[src/hw/cache_miss_consts.svh]
`ifndef CACHE_MISS_CONSTS_SVH
`define CACHE_MISS_CONSTS_SVH

// byte address width
`define CM_ADDR_W 32
// bytes per data word
`define CM_WORD_BYTES 4
// words per cache block
`define CM_BLOCK_WORDS 8
// cache geometry
`define CM_SETS 64
`define CM_WAYS 4
// number of miss handlers in the bank
`define CM_HANDLERS 4

// derived field widths
// offset covers CM_BLOCK_WORDS * CM_WORD_BYTES bytes
`define CM_OFFSET_W 5
// log2 of CM_SETS
`define CM_INDEX_W 6
// whatever is left above index and offset
`define CM_TAG_W 21
// log2 of CM_WAYS
`define CM_WAY_W 2
// log2 of CM_HANDLERS
`define CM_ID_W 2

`endif

[src/hw/cache_miss_pkg.sv]
`default_nettype none

`include "cache_miss_consts.svh"

package cache_miss_pkg;

  // one miss as seen by the tag stage
  // victim fields describe the way chosen for replacement
  typedef struct packed {
    logic [`CM_ADDR_W-1:0] addr;
    logic [`CM_WAY_W-1:0]  victim_way;
    logic [`CM_TAG_W-1:0]  victim_tag;
    logic                  victim_valid;
    logic                  victim_dirty;
  } miss_req_t;

  // dma command kinds
  typedef enum logic [0:0] {
    dma_refill_addr = 1'b0,
    dma_evict_addr  = 1'b1
  } dma_cmd_e;

  // command toward the dma engine
  // id is the issuing handler, echoed back with done
  typedef struct packed {
    dma_cmd_e              cmd;
    logic [`CM_ADDR_W-1:0] addr;
    logic [`CM_ID_W-1:0]   id;
  } dma_req_t;

  // query into store buffer and tag buffer before eviction
  typedef struct packed {
    logic                   valid;
    logic [`CM_INDEX_W-1:0] index;
    logic [`CM_WAY_W-1:0]   way;
  } snoop_query_t;

  // per handler miss FSM
  typedef enum logic [2:0] {
    st_idle,
    st_refill_addr,
    st_snoop_wait,
    st_evict_addr,
    st_evict_data,
    st_fill_wait
  } handler_state_e;

endpackage

`default_nettype wire

[src/hw/cache_miss_unit.sv]
`default_nettype none

`include "cache_miss_consts.svh"

module cache_miss_unit (
  input  wire logic                                        clk_i,
  input  wire logic                                        reset_i,
  input  wire logic                                        miss_valid_i,
  input  cache_miss_pkg::miss_req_t                        miss_req_i,
  output logic                                             miss_ready_o,
  output logic [`CM_ID_W-1:0]                              miss_id_o,
  output logic                                             dma_valid_o,
  output cache_miss_pkg::dma_req_t                         dma_req_o,
  input  wire logic                                        dma_ready_i,
  input  wire logic                                        dma_done_i,
  input  wire logic [`CM_ID_W-1:0]                         dma_done_id_i,
  output logic [`CM_HANDLERS-1:0]                          evict_pending_o,
  output cache_miss_pkg::snoop_query_t [`CM_HANDLERS-1:0]  snoop_o,
  input  wire logic [`CM_HANDLERS-1:0]                     snoop_hit_i,
  output logic [`CM_HANDLERS-1:0]                          miss_busy_o
);

  logic [`CM_HANDLERS-1:0]                     load;
  cache_miss_pkg::miss_req_t                   load_req;
  logic [`CM_HANDLERS-1:0]                     hreq_v;
  cache_miss_pkg::dma_req_t [`CM_HANDLERS-1:0] hreq;
  logic [`CM_HANDLERS-1:0]                     accept;
  logic [`CM_HANDLERS-1:0]                     done;

  // intake into a free handler
  miss_alloc u_alloc (
    .clk_i        (clk_i),
    .reset_i      (reset_i),
    .miss_valid_i (miss_valid_i),
    .miss_req_i   (miss_req_i),
    .miss_ready_o (miss_ready_o),
    .miss_id_o    (miss_id_o),
    .busy_i       (miss_busy_o),
    .load_o       (load),
    .req_o        (load_req)
  );

  // handler bank, id equals position
  for (genvar g = 0; g < `CM_HANDLERS; g++) begin : g_handler
    miss_handler #(
      .ID (g)
    ) u_handler (
      .clk_i           (clk_i),
      .reset_i         (reset_i),
      .load_i          (load[g]),
      .req_i           (load_req),
      .busy_o          (miss_busy_o[g]),
      .dma_req_v_o     (hreq_v[g]),
      .dma_req_o       (hreq[g]),
      .dma_accept_i    (accept[g]),
      .dma_done_i      (done[g]),
      .evict_pending_o (evict_pending_o[g]),
      .snoop_o         (snoop_o[g]),
      .snoop_hit_i     (snoop_hit_i[g])
    );
  end

  // one shared dma command port
  dma_arbiter u_arb (
    .clk_i         (clk_i),
    .reset_i       (reset_i),
    .req_v_i       (hreq_v),
    .req_i         (hreq),
    .accept_o      (accept),
    .dma_valid_o   (dma_valid_o),
    .dma_req_o     (dma_req_o),
    .dma_ready_i   (dma_ready_i),
    .dma_done_i    (dma_done_i),
    .dma_done_id_i (dma_done_id_i),
    .done_o        (done)
  );

endmodule

`default_nettype wire

[src/hw/dma_arbiter.sv]
`default_nettype none

`include "cache_miss_consts.svh"

module dma_arbiter (
  input  wire logic                                    clk_i,
  input  wire logic                                    reset_i,
  input  wire logic [`CM_HANDLERS-1:0]                 req_v_i,
  input  cache_miss_pkg::dma_req_t [`CM_HANDLERS-1:0]  req_i,
  output logic [`CM_HANDLERS-1:0]                      accept_o,
  output logic                                         dma_valid_o,
  output cache_miss_pkg::dma_req_t                     dma_req_o,
  input  wire logic                                    dma_ready_i,
  input  wire logic                                    dma_done_i,
  input  wire logic [`CM_ID_W-1:0]                     dma_done_id_i,
  output logic [`CM_HANDLERS-1:0]                      done_o
);

  // next handler to look at first
  logic [`CM_ID_W-1:0] ptr_r;
  // grant kept across a stalled transfer
  logic [`CM_ID_W-1:0] grant_r;
  logic                hold_r;

  logic [`CM_ID_W-1:0] grant;
  logic                xfer;

  // search from ptr_r, wrapping around the handler bank
  always_comb begin
    int  cand;
    logic found;
    cand  = 0;
    found = 1'b0;
    grant = ptr_r;
    if (hold_r) begin
      grant = grant_r;
    end else begin
      for (int k = 0; k < `CM_HANDLERS; k++) begin
        cand = (int'(ptr_r) + k) % `CM_HANDLERS;
        if (!found && req_v_i[cand]) begin
          found = 1'b1;
          grant = `CM_ID_W'(cand);
        end
      end
    end
  end

  assign dma_valid_o = req_v_i[grant];
  assign dma_req_o   = req_i[grant];
  assign xfer        = dma_valid_o && dma_ready_i;

  always_comb begin
    accept_o = '0;
    accept_o[grant] = xfer;
  end

  always_ff @(posedge clk_i) begin
    if (reset_i) begin
      ptr_r   <= '0;
      grant_r <= '0;
      hold_r  <= 1'b0;
    end else begin
      // lock the grant while the dma port back-pressures
      hold_r  <= dma_valid_o && !dma_ready_i;
      grant_r <= grant;
      if (xfer) begin
        ptr_r <= `CM_ID_W'((int'(grant) + 1) % `CM_HANDLERS);
      end
    end
  end

  // done pulse decoded back to its handler
  always_comb begin
    for (int i = 0; i < `CM_HANDLERS; i++) begin
      done_o[i] = dma_done_i && (dma_done_id_i == `CM_ID_W'(i));
    end
  end

  // stalled command must not change under the dma engine
  a_stable_on_stall: assert property (
    @(posedge clk_i) disable iff (reset_i)
    (dma_valid_o && !dma_ready_i) |=> (dma_valid_o && $stable(dma_req_o))
  );

endmodule

`default_nettype wire

[src/hw/miss_alloc.sv]
`default_nettype none

`include "cache_miss_consts.svh"

module miss_alloc (
  input  wire logic                     clk_i,
  input  wire logic                     reset_i,
  input  wire logic                     miss_valid_i,
  input  cache_miss_pkg::miss_req_t     miss_req_i,
  output logic                          miss_ready_o,
  output logic [`CM_ID_W-1:0]           miss_id_o,
  input  wire logic [`CM_HANDLERS-1:0]  busy_i,
  output logic [`CM_HANDLERS-1:0]       load_o,
  output cache_miss_pkg::miss_req_t     req_o
);

  logic [`CM_HANDLERS-1:0] free_oh;
  logic [`CM_ID_W-1:0]     free_id;
  logic                    any_free;

  // lowest numbered idle handler wins
  always_comb begin
    free_oh  = '0;
    free_id  = '0;
    any_free = 1'b0;
    for (int i = 0; i < `CM_HANDLERS; i++) begin
      if (!busy_i[i] && !any_free) begin
        any_free   = 1'b1;
        free_id    = `CM_ID_W'(i);
        free_oh[i] = 1'b1;
      end
    end
  end

  // ready only depends on busy, never on valid
  assign miss_ready_o = any_free;
  assign miss_id_o    = free_id;

  // load strobe on the transfer cycle only
  assign load_o = (miss_valid_i && any_free) ? free_oh : '0;

  // every handler samples the same request, load picks the one
  assign req_o = miss_req_i;

  // a loaded handler must really take the miss and report busy next cycle
  a_load_onehot_free: assert property (
    @(posedge clk_i) disable iff (reset_i)
    (load_o != '0) |=> ((busy_i & $past(load_o)) == $past(load_o))
  );

endmodule

`default_nettype wire

[src/hw/miss_handler.sv]
`default_nettype none

`include "cache_miss_consts.svh"

module miss_handler #(
  parameter int unsigned ID = 0
) (
  input  wire logic                      clk_i,
  input  wire logic                      reset_i,
  input  wire logic                      load_i,
  input  cache_miss_pkg::miss_req_t      req_i,
  output logic                           busy_o,
  output logic                           dma_req_v_o,
  output cache_miss_pkg::dma_req_t       dma_req_o,
  input  wire logic                      dma_accept_i,
  input  wire logic                      dma_done_i,
  output logic                           evict_pending_o,
  output cache_miss_pkg::snoop_query_t   snoop_o,
  input  wire logic                      snoop_hit_i
);

  cache_miss_pkg::handler_state_e state_r;
  cache_miss_pkg::handler_state_e state_n;

  // captured miss, payload only
  cache_miss_pkg::miss_req_t req_r;

  logic [`CM_TAG_W-1:0]   miss_tag;
  logic [`CM_INDEX_W-1:0] miss_index;
  logic                   need_evict;

  // request is latched on the accepting edge
  always_ff @(posedge clk_i) begin
    if (load_i && (state_r == cache_miss_pkg::st_idle)) begin
      req_r <= req_i;
    end
  end

  always_ff @(posedge clk_i) begin
    if (reset_i) begin
      state_r <= cache_miss_pkg::st_idle;
    end else begin
      state_r <= state_n;
    end
  end

  // split the miss address into its fields
  assign miss_tag   = req_r.addr[`CM_ADDR_W-1 -: `CM_TAG_W];
  assign miss_index = req_r.addr[`CM_OFFSET_W +: `CM_INDEX_W];

  // only a valid dirty victim has to be written back
  assign need_evict = req_r.victim_valid && req_r.victim_dirty;

  always_comb begin
    state_n = state_r;
    case (state_r)
      cache_miss_pkg::st_idle: begin
        if (load_i) begin
          state_n = cache_miss_pkg::st_refill_addr;
        end
      end
      cache_miss_pkg::st_refill_addr: begin
        // skip the snoop wait when no buffered store targets the victim
        if (dma_accept_i) begin
          if (!need_evict) begin
            state_n = cache_miss_pkg::st_fill_wait;
          end else if (snoop_hit_i) begin
            state_n = cache_miss_pkg::st_snoop_wait;
          end else begin
            state_n = cache_miss_pkg::st_evict_addr;
          end
        end
      end
      cache_miss_pkg::st_snoop_wait: begin
        // hold off until sbuf and tbuf drain the victim set and way
        if (!snoop_hit_i) begin
          state_n = cache_miss_pkg::st_evict_addr;
        end
      end
      cache_miss_pkg::st_evict_addr: begin
        if (dma_accept_i) begin
          state_n = cache_miss_pkg::st_evict_data;
        end
      end
      cache_miss_pkg::st_evict_data: begin
        // first done belongs to the eviction
        if (dma_done_i) begin
          state_n = cache_miss_pkg::st_fill_wait;
        end
      end
      cache_miss_pkg::st_fill_wait: begin
        if (dma_done_i) begin
          state_n = cache_miss_pkg::st_idle;
        end
      end
      default: begin
        state_n = cache_miss_pkg::st_idle;
      end
    endcase
  end

  assign busy_o = (state_r != cache_miss_pkg::st_idle);

  // command request in both address states
  assign dma_req_v_o = (state_r == cache_miss_pkg::st_refill_addr) ||
                       (state_r == cache_miss_pkg::st_evict_addr);

  always_comb begin
    dma_req_o.id = `CM_ID_W'(ID);
    if (state_r == cache_miss_pkg::st_evict_addr) begin
      dma_req_o.cmd  = cache_miss_pkg::dma_evict_addr;
      dma_req_o.addr = {req_r.victim_tag, miss_index, {`CM_OFFSET_W{1'b0}}};
    end else begin
      dma_req_o.cmd  = cache_miss_pkg::dma_refill_addr;
      dma_req_o.addr = {miss_tag, miss_index, {`CM_OFFSET_W{1'b0}}};
    end
  end

  // dma must not complete the refill before the writeback
  assign evict_pending_o = (state_r == cache_miss_pkg::st_evict_data);

  // set and way of the victim, qualified only while waiting
  assign snoop_o.valid = (state_r == cache_miss_pkg::st_snoop_wait);
  assign snoop_o.index = miss_index;
  assign snoop_o.way   = req_r.victim_way;

  // done routed by id must only reach a handler with a miss in flight
  a_no_done_idle: assert property (
    @(posedge clk_i) disable iff (reset_i)
    dma_done_i |-> (state_r != cache_miss_pkg::st_idle)
  );

  // arbiter only accepts what this handler is requesting
  a_accept_needs_req: assert property (
    @(posedge clk_i) disable iff (reset_i)
    dma_accept_i |-> dma_req_v_o
  );

endmodule

`default_nettype wire

[config.mk]
export PLATFORM = sky130hd
export DESIGN_NAME = cache_miss_unit
export DESIGN_NICKNAME = d
export VERILOG_FILES = /design/src/hw/cache_miss_pkg.sv /design/src/hw/cache_miss_unit.sv /design/src/hw/dma_arbiter.sv /design/src/hw/miss_alloc.sv /design/src/hw/miss_handler.sv
export VERILOG_INCLUDE_DIRS = /design/src /design/src/hw
export SDC_FILE = /design/constraint.sdc
export NUM_CORES = 1
export LEC_CHECK = 0
export ABC_AREA = 1
export BUFFER_PORTS_ARGS = -buffer_cell sky130_fd_sc_hd__buf_2
export CORE_UTILIZATION = 60
export CTS_BUF_LIST = sky130_fd_sc_hd__clkbuf_8
export CTS_CLUSTER_SIZE = 28
export DETAILED_ROUTE_END_ITERATION = 10
export GPL_TIMING_DRIVEN = 0
export PLACE_DENSITY = 0.83
export SLEW_MARGIN = 20
export SYNTH_ARGS = -nofsm -noshare
export SYNTH_HDL_FRONTEND = slang
export SYNTH_SLANG_ARGS = --single-unit
[constraint.sdc]
create_clock -name clk_i -period 10 [get_ports clk_i]
set_input_delay 1 -clock clk_i [delete_from_list [all_inputs] [get_ports clk_i]]
set_output_delay 1 -clock clk_i [all_outputs]
set_load 0.01 [all_outputs]
==> results_dict.tcl <==
set metrics [dict create \
    grt_max_degree 27 \
    synth-seq-cells 225 \
    ir_worst_vdd_uv 235 \
    avgSynthCellArea_um2 11.7 \
    start_util_pct 62.4 \
    cp-start-kind "flop" \
    grt_pass1_vias 7136 \
    maxSlewHeadroom_pct 51.7 \
    nFillCells 1072 \
    p_sw_share_pct 42.7 \
    pwr-share-comb_pct 52.9 \
    netlist_instances 861 \
    hold_violations 0 \
    antenna_found_initial 2 \
    endpoint_kind "primary output" \
    path_max_fanout 10 \
    cts_hold_buf 0 \
    path_cells "inv_1 > nor2_1 > inv_1 > nor2_1 > inv_1 > clkbuf_1 > nand2_1 > nand2_1 > a21oi_1 > o311ai_0 > buf_2" \
    antenna_left 0 \
    drc_errors 0 \
    die_y_um 131 \
    worst_pin_slew_ns 0.725 \
    wl_per_cell_um 18.0 \
    internal_power_mw 2.48 \
    vias_per_cell 5.61 \
    finalCritPeriodShare_pct 42.9 \
    rows 46 \
    clockRootBuffer "clkbuf_8" \
    max_freq_mhz 233 \
    pwr-share-seq_pct 31.1 \
    power.leakage_nw 4.86 \
    setup_violations 0 \
    cts_resized 0 \
    layout_commonest_cell "edfxtp_1" \
    power_frac_clock_pct 16.0 \
    worstPathArrival_ns 3.29 \
    hold_class "reg2reg" \
    required_ns 9.00 \
    ys_seq_area_share_pct 65.5 \
    numPlacedInstances 1229 \
    fin_tns_setup_ns 0 \
    wl_mm 23.3 \
    post_cts_buffers 0 \
    layout_common_cells "edfxtp_1, nand2_1, buf_2" \
    fin_nets 1119 \
    status "complete, no violations" \
    maxCapViolCount 0 \
    dp_hpwl_mm 15.7 \
    skew_ns 0.0246 \
    critPathMaxStageDelay_ns 0.45 \
    period_minus_slack_ns 4.29 \
    coreArea_um2 16100 \
    p_total_mw 4.32 \
    cts_tree "built" \
    hold_ws_ns 0.571 \
    cp_common_cell "inv_1" \
    areaGrowthSynthToFinish_pct 18.5 \
    grt-ovfl-total 0 \
    layout-drive-gt1-share_pct 29.9 \
    grtUsageTotal_pct 27.2 \
    ys_types 42 \
    synth_area_um2 10100 \
    gp_congestion 0.883 \
    maxSlewViolCount 0 \
    rsz0062_at_grt "false" \
    fp.dieArea_um2 17300 \
    grt_pass1_wl_mm 36.4 \
    num_vias 7287 \
    fin_cells 1298 \
    cts_sinks 225 \
    path_class "reg2out" \
    htree_levels 2 \
    cts_max_path_buffers 3 \
    yosysWarnings 0 \
    path_buf_inv 5 \
    pin_count 151 \
    drt-initial-drc-count 673 \
    cts_buffers 36 \
    cpLargestDelayFamily "simple AND/OR/NAND/NOR gates" \
    p_sw_mw 1.84 \
    dieWidth_um 131 \
    io_buffers 140 \
    crit_slowest_cell "nor2_1" \
    cts.clk_slew.worst_paths_ns 0.06 \
    drtPass1Iterations 7 \
    power.density_nw_per_um2 363 \
    insertion_delay_ns 0.52 \
]
cells in the mapped netlist, drive strengths merged:
| cell type | n | area share, % |
|---|---|---|
| edfxtp | 208 | 62 |
| nand2 | 192 | 7.9 |
| nor2 | 83 | 3.5 |
| inv | 73 | 2.9 |
| nand3 | 66 | 3.7 |
| a21oi | 58 | 3.2 |
| buf | 57 | 4.7 |
| o311ai | 23 | 3.4 |
| o211ai | 22 | 1.6 |
| clkbuf | 19 | 0.71 |
| dfxtp | 17 | 3.4 |
| nor3 | 10 | 0.50 |
| o21ai | 9 | 0.45 |
| a22oi | 6 | 0.45 |
| nand4 | 5 | 0.44 |
| a2111oi | 2 | 0.17 |
| o221ai | 2 | 0.17 |
| or2 | 2 | 0.12 |
| a211oi | 1 | 0.075 |
| a221oi | 1 | 0.087 |
| a31oi | 1 | 0.062 |
| a41oi | 1 | 0.087 |
| conb | 1 | 0.037 |
| o21a | 1 | 0.075 |
| o22ai | 1 | 0.062 |
cell type report:
class                   instances  area (um^2)  share of cell area [%]
inverters                      73          289                    2.43
well taps                     216          270                    2.27
clock inverters                29          123                    1.03
diodes                          3         7.51                  0.0630
flip-flops and latches        225         6590                    55.3
plain buffers                  76          541                    4.54
repair buffers                148          906                    7.61
clock buffers                  37          509                    4.28
multi-input cells             491         2680                    22.5
per-layer routing:
| metal | part of all wire (%) | up-vias | wire [um] | GRT usage (%) |
|---|---|---|---|---|
| met2 | 50 | 396 | 11800 | 46.1 |
| met5 | 0 | - | 0 | 0 |
| met4 | 2.9 | 0 | 680 | 12.7 |
| li1 | - | 3378 | - | - |
| met3 | 8.2 | 62 | 1920 | 4.40 |
| met1 | 38 | 3451 | 8970 | 34.2 |
tightest hold or removal path, stage by stage (launching register included):
cell     delay [ns]
dfxtp_1        0.35
a21oi_1        0.13
nor2_1         0.05
state kept, by name, indices dropped and copies added (netlist names):
name                          cells
u_arb.grant_r                     2
g_handler.u_handler.req_r        92
u_arb.hold_r                      1
g_handler.u_handler.snoop_o      32
g_handler.u_handler.miss_tag     84
g_handler.u_handler.state_r      12
u_arb.ptr_r                       2
power by group through the flow:
stage | clock network (mW) | logic [mW] | registers, mW
after CTS | 0.696 | 2.29 | 1.34
final | 0.692 | 2.28 | 1.34
after floorplan | 0 | 1.51 | 1.36
after global routing | 0.740 | 2.47 | 1.36
after detailed placement | 0 | 2.28 | 1.36
after global placement | 0 | 2.16 | 1.38
metrics by stage:
stage	instance area (um^2)	setup slack [ns]	util [%]
floorplan	10100	5.87	-
CTS	11900	5.87	73.9
global placement	11000	4.23	68.5
finish	11900	5.71	73.9
detailed placement	11300	6.41	69.9
global route	11900	5.68	73.9
path summary, 6_finish.rpt:
check / slack (ns) / from / endpoint / depth (start not counted)
setup / recovery: 5.71 / g_handler[3].u_handler.state_r[0] / dma_req_o[22] / 11
hold / removal: 0.57 / g_handler[3].u_handler.state_r[1] / g_handler[3].u_handler.state_r[1] / 2
setup reg to reg: 7.48 / g_handler[0].u_handler.state_r[0] / g_handler[3].u_handler.state_r[0] / 15
hold reg to reg: 0.57 / g_handler[3].u_handler.state_r[1] / g_handler[3].u_handler.state_r[1] / 2
cell families (layout without fill, tap and decap cells):
group                  count (synthesis)  in the layout  share of synthesized area [%]
other                                  1              8                         0.0373
AND/OR/NAND/NOR                      358            358                           16.2
flip-flops                           225            225                           65.5
buffers and inverters                149            363                           8.25
AO/OA/AOI/OAI                        128            128                           9.98
(Power assumes the default switching activity.)
